===== config.mk =====
export PLATFORM = sky130hd
export DESIGN_NAME = exu_excp_top
export DESIGN_NICKNAME = d
export VERILOG_FILES = /design/src/common/excp_pkg.sv /design/src/verilog/exu_excp_top.sv /design/src/excp/excp_csr_update.sv /design/src/excp/excp_trap_arbiter.sv /design/src/excp/excp_wfi_ctrl.sv /design/src/excp/excp_irq_detect.sv /design/src/excp/excp_alu_decode.sv
export VERILOG_INCLUDE_DIRS = /design/src /design/src/common
export SDC_FILE = /design/constraint.sdc
export NUM_CORES = 1
export LEC_CHECK = 0
export BUFFER_PORTS_ARGS = -buffer_cell sky130_fd_sc_hd__buf_2
export CORE_AREA = 3 3 154 156
export DETAILED_ROUTE_END_ITERATION = 12
export DIE_AREA = 0 0 157 159
export MAX_ROUTING_LAYER = met4
export RECOVER_POWER = 25
export SYNTH_ARGS = -nofsm -noshare
export SYNTH_HDL_FRONTEND = slang
export SYNTH_SLANG_ARGS = --single-unit

===== constraint.sdc =====
create_clock -name clk -period 3.1 [get_ports clk]
set_input_delay 0.31 -clock clk [delete_from_list [all_inputs] [get_ports clk]]
set_output_delay 0.31 -clock clk [all_outputs]
set_load 0.05 [all_outputs]

===== src/common/excp_config.svh =====
/*
  Widths, trap vector constants and cause-field positions for the trap unit
*/
`ifndef EXCP_CONFIG_SVH
`define EXCP_CONFIG_SVH

//////////////////////////////////////////////////
// Datapath widths
//////////////////////////////////////////////////
`define EXCP_XLEN        32
`define EXCP_PC_SIZE     32
`define EXCP_ADDR_SIZE   32
`define EXCP_INSTR_SIZE  32

//////////////////////////////////////////////////
// Cause word layout
//////////////////////////////////////////////////
// Interrupt flag of mcause
`define EXCP_CAUSE_IRQ_BIT  31
// Exception code field, low bits of mcause
`define EXCP_EXC_CODE_W     5
// Interrupt code field, low bits of mcause
`define EXCP_IRQ_CODE_W     4

// Offset added to mtvec for the flush target (direct mode only)
`define EXCP_TRAP_VEC_OFS   32'h0

`endif

===== src/common/excp_pkg.sv =====
/*
  Types shared by the trap unit blocks: words, cause codes and FSM states
*/
`include "excp_config.svh"

package excp_pkg;

  // Word types
  typedef logic [`EXCP_XLEN-1:0]      xlen_t;
  typedef logic [`EXCP_PC_SIZE-1:0]   pc_t;
  typedef logic [`EXCP_ADDR_SIZE-1:0] addr_t;

  // Machine exception codes, M-mode only
  typedef enum logic [`EXCP_EXC_CODE_W-1:0] {
    inst_misalgn  = 5'd0,
    inst_fault    = 5'd1,
    illegal       = 5'd2,
    breakpoint    = 5'd3,
    ld_misalgn    = 5'd4,
    ld_fault      = 5'd5,
    st_misalgn    = 5'd6,
    st_fault      = 5'd7,
    ecall_m       = 5'd11,
    // Long-pipe co-processor error
    longp_insterr = 5'd16,
    reserved      = 5'd31
  } exc_code_e;

  // Machine interrupt codes
  typedef enum logic [`EXCP_IRQ_CODE_W-1:0] {
    irq_none  = 4'd0,
    irq_soft  = 4'd3,
    irq_timer = 4'd7,
    irq_ext   = 4'd11
  } irq_code_e;

  // Source that wins the flush
  typedef enum logic [1:0] {
    trap_none,
    trap_longp,
    trap_irq,
    trap_alu
  } trap_kind_e;

  // WFI sleep sequence
  typedef enum logic [1:0] {
    wfi_run,
    wfi_halting,
    wfi_sleep
  } wfi_state_e;

endpackage


===== src/verilog/exu_excp_top.sv =====
/*
  Commit-stage trap unit top: ALU and long-pipe exceptions, interrupts and WFI
*/
`timescale 1ns/1ns

module exu_excp_top import excp_pkg::*; (
  input  logic  clk,
  input  logic  reset,

  // WFI handshake and status
  output logic  commit_trap,
  output logic  core_wfi,
  output logic  wfi_halt_ifu_req,
  output logic  wfi_halt_exu_req,
  input  logic  wfi_halt_ifu_ack,
  input  logic  wfi_halt_exu_ack,
  input  logic  amo_wait,

  // ALU commit path
  output logic  alu_excp_i_ready,
  input  logic  alu_excp_i_valid,
  input  logic  alu_excp_i_ld,
  input  logic  alu_excp_i_stamo,
  input  logic  alu_excp_i_misalgn,
  input  logic  alu_excp_i_buserr,
  input  logic  alu_excp_i_ecall,
  input  logic  alu_excp_i_ebreak,
  input  logic  alu_excp_i_wfi,
  input  logic  alu_excp_i_ifu_misalgn,
  input  logic  alu_excp_i_ifu_buserr,
  input  logic  alu_excp_i_ifu_ilegl,
  input  addr_t alu_excp_i_badaddr,
  input  pc_t   alu_excp_i_pc,
  input  xlen_t alu_excp_i_instr,
  input  logic  alu_excp_i_pc_vld,

  // Long-pipe path
  output logic  longp_excp_i_ready,
  input  logic  longp_excp_i_valid,
  input  logic  longp_excp_i_ld,
  input  logic  longp_excp_i_st,
  input  logic  longp_excp_i_buserr,
  input  logic  longp_excp_i_insterr,
  input  addr_t longp_excp_i_badaddr,
  input  pc_t   longp_excp_i_pc,

  // Flush to fetch
  input  logic  excpirq_flush_ack,
  output logic  excpirq_flush_req,
  output pc_t   excpirq_flush_add_op1,
  output pc_t   excpirq_flush_add_op2,

  // CSR side
  input  xlen_t csr_mtvec_r,
  input  logic  cmt_ena,
  output addr_t cmt_badaddr,
  output pc_t   cmt_epc,
  output xlen_t cmt_cause,
  output logic  cmt_badaddr_ena,
  output logic  cmt_epc_ena,
  output logic  cmt_cause_ena,
  output logic  cmt_status_ena,

  // Interrupt lines and enables
  input  logic  ext_irq_r,
  input  logic  sft_irq_r,
  input  logic  tmr_irq_r,
  input  logic  status_mie_r,
  input  logic  mtie_r,
  input  logic  msie_r,
  input  logic  meie_r,

  input  logic  oitf_empty,
  output logic  excp_active
);

  logic       alu_need_flush;
  exc_code_e  alu_cause;
  addr_t      alu_badaddr;
  logic       irq_req;
  logic       wfi_irq_req;
  irq_code_e  irq_cause;
  trap_kind_e trap_kind;
  logic       trap_taken;
  logic       wfi_cmt;

  // WFI retires through the normal commit
  assign wfi_cmt = alu_excp_i_wfi & cmt_ena;

  excp_alu_decode i_alu_decode (
    .alu_excp_i_misalgn     (alu_excp_i_misalgn),
    .alu_excp_i_buserr      (alu_excp_i_buserr),
    .alu_excp_i_ecall       (alu_excp_i_ecall),
    .alu_excp_i_ebreak      (alu_excp_i_ebreak),
    .alu_excp_i_ifu_misalgn (alu_excp_i_ifu_misalgn),
    .alu_excp_i_ifu_buserr  (alu_excp_i_ifu_buserr),
    .alu_excp_i_ifu_ilegl   (alu_excp_i_ifu_ilegl),
    .alu_excp_i_ld          (alu_excp_i_ld),
    .alu_excp_i_stamo       (alu_excp_i_stamo),
    .alu_excp_i_pc          (alu_excp_i_pc),
    .alu_excp_i_instr       (alu_excp_i_instr),
    .alu_excp_i_badaddr     (alu_excp_i_badaddr),
    .alu_need_flush         (alu_need_flush),
    .alu_cause              (alu_cause),
    .alu_badaddr            (alu_badaddr)
  );

  excp_irq_detect i_irq_detect (
    .ext_irq_r    (ext_irq_r),
    .sft_irq_r    (sft_irq_r),
    .tmr_irq_r    (tmr_irq_r),
    .meie_r       (meie_r),
    .msie_r       (msie_r),
    .mtie_r       (mtie_r),
    .status_mie_r (status_mie_r),
    .amo_wait     (amo_wait),
    .irq_req      (irq_req),
    .wfi_irq_req  (wfi_irq_req),
    .irq_cause    (irq_cause)
  );

  excp_wfi_ctrl i_wfi_ctrl (
    .clk              (clk),
    .reset            (reset),
    .wfi_cmt          (wfi_cmt),
    .wfi_irq_req      (wfi_irq_req),
    .irq_req          (irq_req),
    .wfi_halt_ifu_ack (wfi_halt_ifu_ack),
    .wfi_halt_exu_ack (wfi_halt_exu_ack),
    .wfi_halt_ifu_req (wfi_halt_ifu_req),
    .wfi_halt_exu_req (wfi_halt_exu_req),
    .core_wfi         (core_wfi),
    .excp_active      (excp_active)
  );

  // Arbiter sees the masked interrupt only
  excp_trap_arbiter i_trap_arbiter (
    .longp_excp_i_valid    (longp_excp_i_valid),
    .alu_excp_i_valid      (alu_excp_i_valid),
    .alu_excp_i_pc_vld     (alu_excp_i_pc_vld),
    .alu_need_flush        (alu_need_flush),
    .irq_req               (irq_req),
    .oitf_empty            (oitf_empty),
    .excpirq_flush_ack     (excpirq_flush_ack),
    .csr_mtvec_r           (csr_mtvec_r),
    .excpirq_flush_req     (excpirq_flush_req),
    .alu_excp_i_ready      (alu_excp_i_ready),
    .longp_excp_i_ready    (longp_excp_i_ready),
    .commit_trap           (commit_trap),
    .trap_taken            (trap_taken),
    .trap_kind             (trap_kind),
    .excpirq_flush_add_op1 (excpirq_flush_add_op1),
    .excpirq_flush_add_op2 (excpirq_flush_add_op2)
  );

  excp_csr_update i_csr_update (
    .trap_kind            (trap_kind),
    .trap_taken           (trap_taken),
    .alu_cause            (alu_cause),
    .irq_cause            (irq_cause),
    .longp_excp_i_ld      (longp_excp_i_ld),
    .longp_excp_i_st      (longp_excp_i_st),
    .longp_excp_i_buserr  (longp_excp_i_buserr),
    .longp_excp_i_insterr (longp_excp_i_insterr),
    .longp_excp_i_badaddr (longp_excp_i_badaddr),
    .alu_badaddr          (alu_badaddr),
    .longp_excp_i_pc      (longp_excp_i_pc),
    .alu_excp_i_pc        (alu_excp_i_pc),
    .cmt_cause            (cmt_cause),
    .cmt_epc              (cmt_epc),
    .cmt_badaddr          (cmt_badaddr),
    .cmt_cause_ena        (cmt_cause_ena),
    .cmt_epc_ena          (cmt_epc_ena),
    .cmt_status_ena       (cmt_status_ena),
    .cmt_badaddr_ena      (cmt_badaddr_ena)
  );

endmodule


===== src/excp/excp_csr_update.sv =====
/*
  Builds mcause, mepc and mtval for the winning trap and the CSR write enables
*/
`timescale 1ns/1ns
`include "excp_config.svh"

module excp_csr_update import excp_pkg::*; (
  input  trap_kind_e trap_kind,
  input  logic       trap_taken,
  input  exc_code_e  alu_cause,
  input  irq_code_e  irq_cause,
  input  logic       longp_excp_i_ld,
  input  logic       longp_excp_i_st,
  input  logic       longp_excp_i_buserr,
  input  logic       longp_excp_i_insterr,
  input  addr_t      longp_excp_i_badaddr,
  input  addr_t      alu_badaddr,
  input  pc_t        longp_excp_i_pc,
  input  pc_t        alu_excp_i_pc,
  output xlen_t      cmt_cause,
  output pc_t        cmt_epc,
  output addr_t      cmt_badaddr,
  output logic       cmt_cause_ena,
  output logic       cmt_epc_ena,
  output logic       cmt_status_ena,
  output logic       cmt_badaddr_ena
);

  logic      longp_ldst_fault;
  exc_code_e longp_cause;

  // Bus error on a long-pipe load or store
  assign longp_ldst_fault = longp_excp_i_buserr & (longp_excp_i_ld | longp_excp_i_st);

  always_comb begin
    if (longp_excp_i_ld & longp_excp_i_buserr) begin
      longp_cause = ld_fault;
    end else if (longp_excp_i_st & longp_excp_i_buserr) begin
      longp_cause = st_fault;
    end else if (longp_excp_i_insterr) begin
      longp_cause = longp_insterr;
    end else begin
      longp_cause = reserved;
    end
  end

  //////////////////////////////////////////////////
  // Cause and trap value
  //////////////////////////////////////////////////
  always_comb begin
    cmt_cause   = '0;
    cmt_badaddr = alu_badaddr;
    case (trap_kind)
      trap_irq: begin
        cmt_cause[`EXCP_CAUSE_IRQ_BIT]     = 1'b1;
        cmt_cause[`EXCP_IRQ_CODE_W-1:0]    = irq_cause;
        cmt_badaddr                        = '0;
      end
      trap_longp: begin
        cmt_cause[`EXCP_EXC_CODE_W-1:0] = longp_cause;
        cmt_badaddr = longp_ldst_fault ? longp_excp_i_badaddr : '0;
      end
      default: cmt_cause[`EXCP_EXC_CODE_W-1:0] = alu_cause;
    endcase
  end

  // Long-pipe traps are imprecise and use the faulting pc itself
  assign cmt_epc = (trap_kind == trap_longp) ? longp_excp_i_pc : alu_excp_i_pc;

  // Every taken trap writes all four machine CSRs
  assign cmt_cause_ena   = trap_taken;
  assign cmt_epc_ena     = trap_taken;
  assign cmt_status_ena  = trap_taken;
  assign cmt_badaddr_ena = trap_taken;

endmodule


===== src/excp/excp_trap_arbiter.sv =====
/*
  Fixed priority between long-pipe, interrupt and ALU traps
  Raises the flush to fetch and drives the source readies and taken strobes
*/
`timescale 1ns/1ns
`include "excp_config.svh"

module excp_trap_arbiter import excp_pkg::*; (
  input  logic       longp_excp_i_valid,
  input  logic       alu_excp_i_valid,
  input  logic       alu_excp_i_pc_vld,
  input  logic       alu_need_flush,
  input  logic       irq_req,
  input  logic       oitf_empty,
  input  logic       excpirq_flush_ack,
  input  xlen_t      csr_mtvec_r,
  output logic       excpirq_flush_req,
  output logic       alu_excp_i_ready,
  output logic       longp_excp_i_ready,
  output logic       commit_trap,
  output logic       trap_taken,
  output trap_kind_e trap_kind,
  output pc_t        excpirq_flush_add_op1,
  output pc_t        excpirq_flush_add_op2
);

  logic longp_flush_req;
  logic irq_flush_req;
  logic alu_flush_req;

  //////////////////////////////////////////////////
  // Per-source flush requests
  //////////////////////////////////////////////////
  // Long-pipe always asks, no pc_vld wait, so it can never stall
  assign longp_flush_req = longp_excp_i_valid;

  // Interrupt takes the next not-yet-committed pc as epc
  // so it needs a valid pc and no outstanding instructions
  assign irq_flush_req = irq_req & oitf_empty & alu_excp_i_pc_vld
                       & ~longp_flush_req;

  // ALU fault, lowest priority
  assign alu_flush_req = alu_excp_i_valid & alu_need_flush & oitf_empty
                       & ~irq_req
                       & ~longp_flush_req;

  assign excpirq_flush_req = longp_flush_req | irq_flush_req | alu_flush_req;

  //////////////////////////////////////////////////
  // Readies
  //////////////////////////////////////////////////
  assign longp_excp_i_ready = excpirq_flush_ack;

  // Faulting ALU commit waits for its own flush
  // A clean commit only yields to a higher request
  assign alu_excp_i_ready = alu_need_flush
                          ? (excpirq_flush_ack & oitf_empty & ~irq_req & ~longp_flush_req)
                          : (~irq_req & ~longp_flush_req);

  // Taken in the ack cycle
  assign trap_taken  = excpirq_flush_req & excpirq_flush_ack;
  assign commit_trap = trap_taken;

  // Winner for the CSR block
  always_comb begin
    if (longp_flush_req) begin
      trap_kind = trap_longp;
    end else if (irq_flush_req) begin
      trap_kind = trap_irq;
    end else if (alu_flush_req) begin
      trap_kind = trap_alu;
    end else begin
      trap_kind = trap_none;
    end
  end

  // Direct mode vector, fetch adds the two operands
  assign excpirq_flush_add_op1 = pc_t'(csr_mtvec_r);
  assign excpirq_flush_add_op2 = `EXCP_TRAP_VEC_OFS;

endmodule


===== src/excp/excp_wfi_ctrl.sv =====
/*
  WFI sleep sequence: halt fetch and execute, sleep, wake on an enabled interrupt
  Also drives the activity level for the core clock gate
*/
`timescale 1ns/1ns

module excp_wfi_ctrl import excp_pkg::*; (
  input  logic clk,
  input  logic reset,
  input  logic wfi_cmt,
  input  logic wfi_irq_req,
  input  logic irq_req,
  input  logic wfi_halt_ifu_ack,
  input  logic wfi_halt_exu_ack,
  output logic wfi_halt_ifu_req,
  output logic wfi_halt_exu_req,
  output logic core_wfi,
  output logic excp_active
);

  wfi_state_e state;
  wfi_state_e state_nxt;
  logic       halt_done;

  // Both halts handshaked in the same cycle
  assign halt_done = wfi_halt_ifu_req & wfi_halt_ifu_ack
                   & wfi_halt_exu_req & wfi_halt_exu_ack;

  always_comb begin
    state_nxt = state;
    // Wakeup clears and beats a simultaneous set
    if (wfi_irq_req) begin
      state_nxt = wfi_run;
    end else begin
      case (state)
        wfi_run:     if (wfi_cmt)   state_nxt = wfi_halting;
        wfi_halting: if (halt_done) state_nxt = wfi_sleep;
        default:     state_nxt = state;
      endcase
    end
  end

  always_ff @(posedge clk) begin
    if (reset) begin
      state <= wfi_run;
    end else begin
      state <= state_nxt;
    end
  end

  //////////////////////////////////////////////////
  // Outputs
  //////////////////////////////////////////////////
  // Fetch halt drops in the wake cycle so it never overlaps the trap flush
  assign wfi_halt_ifu_req = (state != wfi_run) & ~wfi_irq_req;
  // Execute halt drops a cycle later, keeps the ack path free of loops
  assign wfi_halt_exu_req = (state != wfi_run);
  assign core_wfi         = (state == wfi_sleep) & ~wfi_irq_req;

  // Clock gate wakeup, unmasked only while asleep
  assign excp_active = (state == wfi_sleep) ? wfi_irq_req : irq_req;

endmodule


===== src/excp/excp_irq_detect.sv =====
/*
  Qualifies the machine interrupts and encodes the interrupt cause
*/
`timescale 1ns/1ns

module excp_irq_detect import excp_pkg::*; (
  input  logic      ext_irq_r,
  input  logic      sft_irq_r,
  input  logic      tmr_irq_r,
  input  logic      meie_r,
  input  logic      msie_r,
  input  logic      mtie_r,
  input  logic      status_mie_r,
  input  logic      amo_wait,
  output logic      irq_req,
  output logic      wfi_irq_req,
  output irq_code_e irq_cause
);

  logic ext_pend;
  logic sft_pend;
  logic tmr_pend;
  logic irq_raw;

  // Pending and individually enabled
  assign ext_pend = ext_irq_r & meie_r;
  assign sft_pend = sft_irq_r & msie_r;
  assign tmr_pend = tmr_irq_r & mtie_r;
  assign irq_raw  = ext_pend | sft_pend | tmr_pend;

  // Global enable, and hold off while an AMO is mid-sequence
  // Otherwise the trap would block the AMO commit forever
  assign irq_req = irq_raw & status_mie_r & ~amo_wait;

  // Wakeup ignores mie, a sleeping core has no AMO in flight
  assign wfi_irq_req = irq_raw;

  // Software over timer over external
  always_comb begin
    if (sft_pend) begin
      irq_cause = irq_soft;
    end else if (tmr_pend) begin
      irq_cause = irq_timer;
    end else if (ext_pend) begin
      irq_cause = irq_ext;
    end else begin
      irq_cause = irq_none;
    end
  end

endmodule


===== src/excp/excp_alu_decode.sv =====
/*
  Decodes the ALU commit fault flags into a flush need, a cause and a bad address
  Pure combinational, feeds the arbiter and the CSR update block
*/
`timescale 1ns/1ns
`include "excp_config.svh"

module excp_alu_decode import excp_pkg::*; (
  input  logic      alu_excp_i_misalgn,
  input  logic      alu_excp_i_buserr,
  input  logic      alu_excp_i_ecall,
  input  logic      alu_excp_i_ebreak,
  input  logic      alu_excp_i_ifu_misalgn,
  input  logic      alu_excp_i_ifu_buserr,
  input  logic      alu_excp_i_ifu_ilegl,
  input  logic      alu_excp_i_ld,
  input  logic      alu_excp_i_stamo,
  input  pc_t       alu_excp_i_pc,
  input  xlen_t     alu_excp_i_instr,
  input  addr_t     alu_excp_i_badaddr,
  output logic      alu_need_flush,
  output exc_code_e alu_cause,
  output addr_t     alu_badaddr
);

  // Any fault flag asks for a flush
  // Ebreak always traps, there is no debug mode
  assign alu_need_flush = alu_excp_i_misalgn
                        | alu_excp_i_buserr
                        | alu_excp_i_ecall
                        | alu_excp_i_ebreak
                        | alu_excp_i_ifu_misalgn
                        | alu_excp_i_ifu_buserr
                        | alu_excp_i_ifu_ilegl;

  //////////////////////////////////////////////////
  // Cause encoding
  //////////////////////////////////////////////////
  // Fetch side first, then execute side
  always_comb begin
    if (alu_excp_i_ifu_misalgn) begin
      alu_cause = inst_misalgn;
    end else if (alu_excp_i_ifu_buserr) begin
      alu_cause = inst_fault;
    end else if (alu_excp_i_ifu_ilegl) begin
      alu_cause = illegal;
    end else if (alu_excp_i_ebreak) begin
      alu_cause = breakpoint;
    end else if (alu_excp_i_ld & alu_excp_i_misalgn) begin
      alu_cause = ld_misalgn;
    end else if (alu_excp_i_ld & alu_excp_i_buserr) begin
      alu_cause = ld_fault;
    end else if (alu_excp_i_stamo & alu_excp_i_misalgn) begin
      alu_cause = st_misalgn;
    end else if (alu_excp_i_stamo & alu_excp_i_buserr) begin
      alu_cause = st_fault;
    end else if (alu_excp_i_ecall) begin
      alu_cause = ecall_m;
    end else begin
      // Data fault without a load/store tag
      alu_cause = reserved;
    end
  end

  //////////////////////////////////////////////////
  // Bad address (mtval) selection
  //////////////////////////////////////////////////
  always_comb begin
    case (alu_cause)
      // AGU faults report the data address
      ld_misalgn, ld_fault, st_misalgn, st_fault: alu_badaddr = alu_excp_i_badaddr;
      // Fetch faults and ebreak report the pc
      inst_misalgn, inst_fault, breakpoint:       alu_badaddr = addr_t'(alu_excp_i_pc);
      // Illegal reports the instruction bits
      illegal: alu_badaddr = addr_t'(alu_excp_i_instr[`EXCP_INSTR_SIZE-1:0]);
      default: alu_badaddr = '0;
    endcase
  end

endmodule


## After elaboration in Yosys (flattened, before gate mapping)

Index checks and enable logic that the tools add are counted.

| word-level totals | value |
|---|---|
| register bits | 2 |
| output and inout port bits | 172 |
| word-level logic and storage cells | 97 |

| operators by class | value |
|---|---|
| equality and inequality tests | 13 |
| multiplexer cells | 30 |
| bitwise logic cells | 45 |
| reduce and logical (&&, ||, !) cells | 8 |

Operator list:

| kind | number |
|---|---|
| $pmux W32 S3 | 1 |
| $mux W32 | 2 |
| $pmux W32 S2 | 1 |
| $mux W5 | 11 |
| $and A1 B1 Y1 | 30 |
| $eq A5 B3 Y1 const B | 4 |
| $mux W4 | 4 |
| $or A1 B1 Y1 | 11 |
| $eq A5 B2 Y1 const B | 2 |
| $mux W2 | 5 |
| $pmux W4 S2 | 1 |
| $eq A5 B1 Y1 const B | 1 |
| $logic_not A5 Y1 | 1 |
| $eq A2 B1 Y1 const B | 2 |
| $eq A2 B2 Y1 const B | 2 |
| $ne A2 B1 Y1 const B | 2 |
| $not A1 Y1 | 4 |
| $pmux W2 S2 | 1 |
| $reduce_bool A2 Y1 | 2 |
| $reduce_or A4 Y1 | 1 |
| $mux W1 | 3 |
| $reduce_and A3 Y1 | 1 |
| $reduce_or A3 Y1 | 1 |
| $logic_not A2 Y1 | 1 |
| 2 further kinds | 2 |

## Depth between registers and ports, before layout

Gate-level depths: netlist (run 1).

| depth | value |
|---|---|
| depth after elaboration | 15 |
| gate-level depth with buffers | 11 |
| gate-level depth less buffers | 9 |

## Hierarchy

Synthesis (run 1) repeated with hierarchy kept, for this count alone.

| unflattened totals | value |
|---|---|
| cells, all modules | 412 |
| area total of the unflattened synthesis | 3017.9 µm² |

By module, submodules not included:

| module | times used | cells an instance | area an instance (µm²) | seq. area each (µm²) |
|---|---|---|---|---|
| excp_csr_update | 1 | 130 | 1148.6 | 0.0 |
| excp_alu_decode | 1 | 181 | 1111.1 | 0.0 |
| excp_trap_arbiter | 1 | 77 | 566.8 | 0.0 |
| excp_wfi_ctrl | 1 | 13 | 125.1 | 40.0 |
| excp_irq_detect | 1 | 10 | 60.1 | 0.0 |
| exu_excp_top | 1 | 1 | 6.3 | 0.0 |

## Least setup slack after synthesis (run 1)

Ideal clock, no wire load.

| path | value |
|---|---|
| path kind | input to output |
| start | in alu_excp_i_ebreak |
| end | out cmt_cause[4] |
| arrival time | 3.123 ns |
| required time | 2.790 ns |
| slack | -0.333 ns |
| stages | 8 |
| buffers on the path | 1 |
| cell sequence | or4_4 -> o221a_2 -> a21oi_1 -> inv_1 -> ha_1 -> buf_2 -> inv_1 -> o31ai_1 |

| between the ends | value |
|---|---|
| word-level cells in the longest chain between the ends | 13 |

Ends and longest elaborated chain:

| item | RTL line | source |
|---|---|---|
| start, declared | exu_excp_top.sv:27 | `input logic alu_excp_i_ebreak,` |
| $or A1 B1 Y1 | excp_alu_decode.sv:31 | `\| alu_excp_i_ebreak` |
| $or A1 B1 Y1 | excp_alu_decode.sv:32 | `\| alu_excp_i_ifu_misalgn` |
| $or A1 B1 Y1 | excp_alu_decode.sv:33 | `\| alu_excp_i_ifu_buserr` |
| $or A1 B1 Y1 | excp_alu_decode.sv:34 | `\| alu_excp_i_ifu_ilegl;` |
| $and A1 B1 Y1 (2 in series) | excp_trap_arbiter.sv:43 | `assign alu_flush_req = alu_excp_i_valid & alu_need_flush & oitf_empty` |
| $and A1 B1 Y1 | excp_trap_arbiter.sv:44 | `& ~irq_req` |
| $and A1 B1 Y1 | excp_trap_arbiter.sv:45 | `& ~longp_flush_req;` |
| $mux W2 | excp_trap_arbiter.sv:70 | `end else if (alu_flush_req) begin` |
| $mux W2 | excp_trap_arbiter.sv:68 | `end else if (irq_flush_req) begin` |
| $mux W2 | excp_trap_arbiter.sv:66 | `if (longp_flush_req) begin` |
| $eq A2 B1 Y1 or $eq A2 B2 Y1 (tied branches) | excp_csr_update.sv:53 | `case (trap_kind)` |
| $pmux W1 S2 (*) | excp_csr_update.sv:53 |  |
| end, declared | exu_excp_top.sv:58 | `output xlen_t cmt_cause,` |

Mark *: on every way between the ends. The rest lies on a longest branch, timed or not.

## Worst setup path after layout (run 1)

| path | value |
|---|---|
| start | in ext_irq_r |
| end | out cmt_badaddr[11] |

| between the ends | value |
|---|---|
| word-level cells in the longest chain between the ends | 13 |

Ends and longest elaborated chain:

| item | RTL line | source |
|---|---|---|
| start, declared | exu_excp_top.sv:65 | `input logic ext_irq_r,` |
| $and A1 B1 Y1 (*) | excp_irq_detect.sv:26 | `assign ext_pend = ext_irq_r & meie_r;` |
| $or A1 B1 Y1 (*) (2 in series) | excp_irq_detect.sv:29 | `assign irq_raw = ext_pend \| sft_pend \| tmr_pend;` |
| $and A1 B1 Y1 (*) (2 in series) | excp_irq_detect.sv:33 | `assign irq_req = irq_raw & status_mie_r & ~amo_wait;` |
| $not A1 Y1 | excp_trap_arbiter.sv:44 |  |
| $and A1 B1 Y1 | excp_trap_arbiter.sv:44 |  |
| $and A1 B1 Y1 | excp_trap_arbiter.sv:45 |  |
| $mux W2 | excp_trap_arbiter.sv:70 |  |
| $mux W2 (*) | excp_trap_arbiter.sv:68 |  |
| $mux W2 (*) | excp_trap_arbiter.sv:66 |  |
| $eq A2 B1 Y1 or $eq A2 B2 Y1 (tied branches) | excp_csr_update.sv:53 |  |
| $pmux W32 S2 (*) | excp_csr_update.sv:53 |  |
| end, declared | exu_excp_top.sv:56 | `output addr_t cmt_badaddr,` |

Marked as above.

==> results.md, run 1 <==
* Run status: finished, violations left
* Failing checks: setup timing
* Worst setup path class: in2out
* Core Box Area at 22500 um^2
* GPL Wtd Cong at 0.8388
* Leakage power at approximately 0.0022 uW
* GRT Overall Usage at 0.09878
* Type of the most critical hold path: in2reg
* Avg Vias per Cell at 3.855
* Vias at roughly 3.3k
* Site Rows at 55
* Tmin final at between 3000 and 4000 ps
* Synthesized area at 2202 um^2
* CP Launch Type: primary input
* Fin crit share at 1.049
* Distinct cells, synth at 40
* Unrepaired setup endpoints after global routing: true
* DRT Pass-1 Iters at 8
* Final Hold Viols at 0
* Die ar. at 24960 um^2
* DRC Markers at 0
* Ys Warns at 0
* Clock Pin Slew Worst Setup and Hold Paths at 30 ps
* Clock latency on the worst-skew pair at 220 ps
* Starting Density at 0.09786
* CTS tree: done
* Post-synth EDFFs at 0
* Number of I/O pins at 396
* Routed WL per cell at 15.90 um
* Max-slew violations at 0
* Final worst slack at -152.5 ps
* # setup viols final at 17
* Post-Synth XOR/XNOR Area at 0
* WL final at 13.73 mm
* Worst Setup End Kind: primary output
* Area Overhead vs Synth at 91.19%
* Arrival time worst endpoint at 2940 ps
* Initial drt markers at 380
* Sinks on Clock Net at 2
* Top cells by count, synth: 95 x buf_4, 76 x nand2_1, 33 x a222oi_1, 32 x mux2_2, 13 x clkbuf_1
* Worst path required time at 2790 ps
* Biggest registers after layout: i_wfi_ctrl.state x2
* Biggest register: i_wfi_ctrl.state
* Die W at approximately 160 um
* CTS root buf: clkbuf_16
* CTS Buffer Depth at 2
* Largest net degree at the start of global routing at 32
* H-tree levels at 1
* Post-synth top area share at 0.3239
* Slew headroom at 0.5867
* Die Y at 159 um
* Initial antenna violation count at 4
* Non-Filler Instances at 864
* Synth Area in Simple Gates at 0.2051
* WHS Path Cells at 2
* Register bit total from synthesis at 2
* Final setup TNS at -646.1 ps
* Max FFs per register at 2
* TritonCTS Buffers at 3
* Layout cells sized above 1 at 0.6927
* Vias in the first global route at between 3k and 4k
* Max Cap Viol at 0
* Maximum vdd drop at 0.2772 mV
* Largest family of logic cells by synthesized area: buffers and inverters
* Global-route wire length before repair at 18.39 mm
* Hold buffer count at cts at 0
* Mapped Avg Cell Area at 6.947 um^2
* Post-synthesis adder-cell area fraction at 0.01136
* R2R cell count at 3
* Worst Tran Pin Value at between 600 and 700 ps
* Final Skew at 0.1982 ps
* I/O Buffers at roughly 270
* Fill cells at 2561
* GRT overflow at 0
* Ys flop type: dfxtp_1
* FF+latch area at 40.04 um^2
* Fmax achieved at slightly above 0.3 GHz
* Fraction of registers with async set/reset at 0
* Multiplexer area fraction after synthesis at 0.1636
* Synth area leaders: buf_4 32%, mux2_2 16%, a222oi_1 15%, nand2_1 13%, clkbuf_1 2.2%
* Yosys top cell by area: buf_4
* Syn Inst Count at around 320
* Most frequent cell after synthesis: buf_4
* Number of placed cells counting well taps at 847
* PD cells at between 300 and 400 nW/um^2
* Compound-cell area share of the yosys netlist at 0.2261
* Nets@finish at 804
* Worst Path Max Fanout at 6
* Multi-input combinational cell area at about 1700 um^2
* Remaining antenna violation count at 0
* Post-synthesis sequential area ratio at 0.01818
* Post-DP HPWL at 11.15 mm
-- final cells by class --
| cell class | instances | share of cell area |
|---|---|---|
| Clock buffer | 3 | 0.01783 |
| Sequential cell | 2 | 0.009510 |
| Timing Repair Buffer | 312 | 0.4689 |
| Multi-Input combinational cell | 254 | 0.4128 |
| Antenna cell | 3 | 0.001783 |
| Tap cell | 285 | 0.08470 |
| Inverter | 5 | 0.004458 |
-- power by group --
group | leakage, uW | switching, uW | internal, uW
Clock | 0.0000370 | 29.5 | 164
Sequential | 0.0000162 | 0.595 | 26.5
Combinational | 0.00216 | 774 | 373
Total | 0.00222 | 804 | 564
-- metrics by stage --
| stage | hold WS (ps) | instance area (um^2) | utilization | setup slack [ps] | total power (uW) |
|---|---|---|---|---|---|
| 2_1_floorplan | 389.3 | 2517 | - | -30.57 | 912.3 |
| 3_3_place_gp | 514.4 | 3714 | 0.1650 | -333.9 | 1057 |
| 3_5_place_dp | 513.1 | 3714 | 0.1650 | -300.1 | 1060 |
| 4_1_cts | 284.6 | 4085 | 0.1815 | -114.3 | 1341 |
| 5_1_grt | 297.8 | 4210 | 0.1871 | -288.1 | 1429 |
| 6_report | 286.8 | 4210 | 0.1871 | -152.5 | 1368 |
-- per-layer routing --
metal,global-route usage,wire length (um),vias up
met4,0.01114,151,0
met5,-,0,-
met3,0.01903,1475,16
met1,0.1121,5193,1508
li1,-,-,1530
met2,0.1833,6913,277
-- kinds of logic (layout without fill, tap and decap cells) --
family	after synthesis	count (layout)
other	1	61
muxes	32	32
buffers and inverters	118	320
AOI/OAI and AO/OA	58	58
DFF	2	2
and+or+nand+nor	104	104
adders and majority gates	2	2
-- cell usage in the layout (no fill, tap or decap), drive strengths merged, types with 2 or more instances in the layout --
| master | count |
|---|---|
| nand2b | 3 |
| dfxtp | 2 |
| nand3 | 5 |
| mux2 | 32 |
| nor3 | 4 |
| clkbuf | 3 |
| a21oi | 7 |
| ha | 2 |
| o22ai | 3 |
| a222oi | 33 |
| nor2 | 7 |
| inv | 5 |
| conb | 58 |
| nand2 | 76 |
| a31oi | 2 |
| buf | 312 |
| or2 | 2 |
| diode | 3 |
| o21ai | 3 |
-- worst max-delay path, cell delays in order --
cell and delay, ps:
buf_6 90, a222oi_1 410, buf_4 200, o221a_4 220
o21ai_2 70, nand2b_4 170, ha_4 290, buf_6 100
nor3_4 40, buf_6 180, buf_12 140, buf_4 130
a222oi_1 350, nand2_2 100, buf_6 160
-- timing repair --
item,4_1_cts,5_1_grt
cloned,2,0
buffers inserted,7,2
setup endpoints to repair,32,36
pin swaps,22,21
resized for setup,58,26
-- worst paths after layout --
kind | end | from | slack [ps]
hold reg to reg | i_wfi_ctrl.state[0] | i_wfi_ctrl.state[1] | 570
hold / removal | i_wfi_ctrl.state[1] | reset | 290
setup reg to reg | i_wfi_ctrl.state[0] | i_wfi_ctrl.state[1] | 2320
setup / recovery | cmt_badaddr[11] | ext_irq_r | -150
(Power assumes the default switching activity.)
==> inputs of run 2 (changes only) <==
--- a/config.mk
+++ b/config.mk
@@ -11,7 +11,7 @@
 export DETAILED_ROUTE_END_ITERATION = 12
 export DIE_AREA = 0 0 157 159
 export MAX_ROUTING_LAYER = met4
-export RECOVER_POWER = 25
+export RECOVER_POWER = 50
 export SYNTH_ARGS = -nofsm -noshare
 export SYNTH_HDL_FRONTEND = slang
 export SYNTH_SLANG_ARGS = --single-unit
==> results.md, run 2 (same netlist as run 1, synthesis figures left out) <==
* Nets@finish at 804
* Internal at 563.4 uW
* Post-DP HPWL at 11.15 mm
* PD cells at 324.7 nW/um^2
* Share of power burned in the clock network at 0.142
* GPL Wtd Cong at ~0.84
* GRT Overall Usage at 0.09878
* Worst Setup End Kind: primary output
* Die Y at approximately 160 um
* Remaining antenna violation count at 0
* Die W at 157 um
* Biggest register: i_wfi_ctrl.state
* Vias in the first global route at 3213
* Worst path required time at 2790 ps
* CP max stage delay at 410 ps
* Seq pwr share at 0.020
* Delay-heaviest family, CP: compound AO/OA/AOI/OAI gates
* RR Endpoint: i_wfi_ctrl.state[0]
* Non-Filler Instances at approximately 860
* H-tree levels at 1
* # setup viols final at 15
* FF-to-FF setup slack at 2320 ps
* Most common cell after layout, fill and taps aside: buf_2
* CTS root buf: clkbuf_16
* Area Overhead vs Synth at 91.14%
* Initial antenna violation count at 4
* Slowest-stage cell, CP: a222oi_1
* Worst Path Max Fanout at 6
* CP Launch Point: ext_irq_r
* Tmin final at 3254 ps
* Fin util at 0.1870
* Maximum vdd drop at 0.2773 mV
* Fill cells at 2562
* Starting Density at 0.09786
* Number of placed cells counting well taps at 847
* Die ar. at around 25000 um^2
* CP Launch Type: primary input
* Levels on crit path at 15
* Routed WL per cell at 15.87 um
* WL final at about 14 mm
* Layout cells sized above 1 at 0.6910
* Type of the most critical hold path: in2reg
* Worst setup path class: in2out
* Sw Pwr at approximately 800 uW
* CTS Buffer Depth at 2
* CP cell instances: buf_6, a222oi_1, buf_4, o221a_4, o21ai_2, nand2b_4, ha_4, buf_6, nor3_4, buf_6, buf_12, buf_4, a222oi_1, nand2_2, buf_6
* Max-slew violations at 0
* Final Hold Viols at 0
* Site Rows at 55
* Setup crit end: cmt_badaddr[11]
* Global-route wire length before repair at 18.39 mm
* DRT Pass-1 Iters at 8
* Hold_ws at about 290 ps
* I/O Buffers at between 200 and 300
* Max FFs per register at 2
* Multi-input combinational cell area at 1738 um^2
* DRC Markers at 0
* CTS tree: done
* Final Skew at 0.1982 ps
* FF+latch area at 40.04 um^2
* Arrival time worst endpoint at 2940 ps
* Final worst slack at -153.6 ps
* Reg2reg start: i_wfi_ctrl.state[1]
* Slew headroom at 0.5867
* Most used cell, CP: buf_6
* Switch share at 0.5877
* Sinks on Clock Net at 2
* Fmax achieved at 0.3073 GHz
* Unrepaired setup endpoints after global routing: true
* Worst Path Buf+Inv at 7
* GRT overflow at 0
* Max Cap Viol at 0
* Clock Pin Slew Worst Setup and Hold Paths at 30 ps
* Biggest registers after layout: i_wfi_ctrl.state x2
* Fin crit share at 1.050
* TritonCTS Buffers at 3
* Avg Vias per Cell at about 3.9
* Comb pwr share at 0.838
* Core Box Area at around 23000 um^2
* Initial drt markers at 375
* R2R cell count at 3
* Most frequent cells in the layout: 235 x buf_2, 58 x conb_1, 43 x nand2_1
* Failing checks: setup timing
* Largest net degree at the start of global routing at 32
* Leakage power at 0.002213 uW
* Clock latency on the worst-skew pair at 220 ps
* Run status: finished, violations left
* Vias at 3332
* Worst Tran Pin Value at 613.5 ps
* Pre-CTS setup slack at -300.1 ps
* Number of I/O pins at just under 400
==> run 2: how the worst min path moves through the flow <==
stage                     startpoint             endpoint  slack (ps)  cells past startpoint
after floorplan                reset  i_wfi_ctrl.state[0]         390                      1
after global placement         reset  i_wfi_ctrl.state[1]         510                      2
after detailed placement       reset  i_wfi_ctrl.state[1]         510                      2
after CTS                      reset  i_wfi_ctrl.state[1]         280                      2
after global routing           reset  i_wfi_ctrl.state[1]         300                      2
final                          reset  i_wfi_ctrl.state[1]         290                      2
==> run 2: power groups by stage <==
stage	Combinational (uW)	Clock [uW]	Sequential [uW]
after floorplan	885	0	27.2
after global placement	1030	0	27.4
after detailed placement	1030	0	27.4
after CTS	1120	197	27.1
after global routing	1200	199	27.2
final	1150	194	27.1
==> run 2: final cells by class <==
class | count | area share
timing repair buffer | 312 | 0.4688
multi-input combinational | 254 | 0.4129
tap | 285 | 0.08472
clock buffer | 3 | 0.01784
sequential | 2 | 0.009512
inverter | 5 | 0.004459
antenna | 3 | 0.001784
==> run 2: routing by layer <==
metal | track usage | up-vias | wire, um
li1 | - | 1530 | -
met1 | 0.1121 | 1509 | 5167
met2 | 0.1833 | 279 | 6951
met3 | 0.01903 | 14 | 1487
met4 | 0.01114 | 0 | 108
met5 | - | - | 0
==> run 2: what timing repair did <==
| action | in CTS | in global routing |
|---|---|---|
| cloned | 2 | 0 |
| endpoints found under the hold margin | 0 | 0 |
| buffers inserted | 7 | 2 |
| gates resized for setup | 58 | 26 |
| setup endpoints to repair | 32 | 36 |
| pin swaps | 22 | 21 |
| hold buffers | 0 | 0 |
==> run 2: stage by stage <==
stage / area (um^2) / TNS (ps) / power, uW
after global routing: 4209 / -4146 / 1429
after floorplan: 2517 / -952.6 / 912.3
after CTS: 4085 / -1561 / 1341
final: 4209 / -625.8 / 1367
after detailed placement: 3714 / -7374 / 1060
after global placement: 3714 / -8032 / 1057
==> run 2: worst register-to-register path, cell delays in order (launching register included) <==
cell and delay [ps]:
dfxtp_1 380, nor2_1 70, o22ai_1 140, nor3_1 70
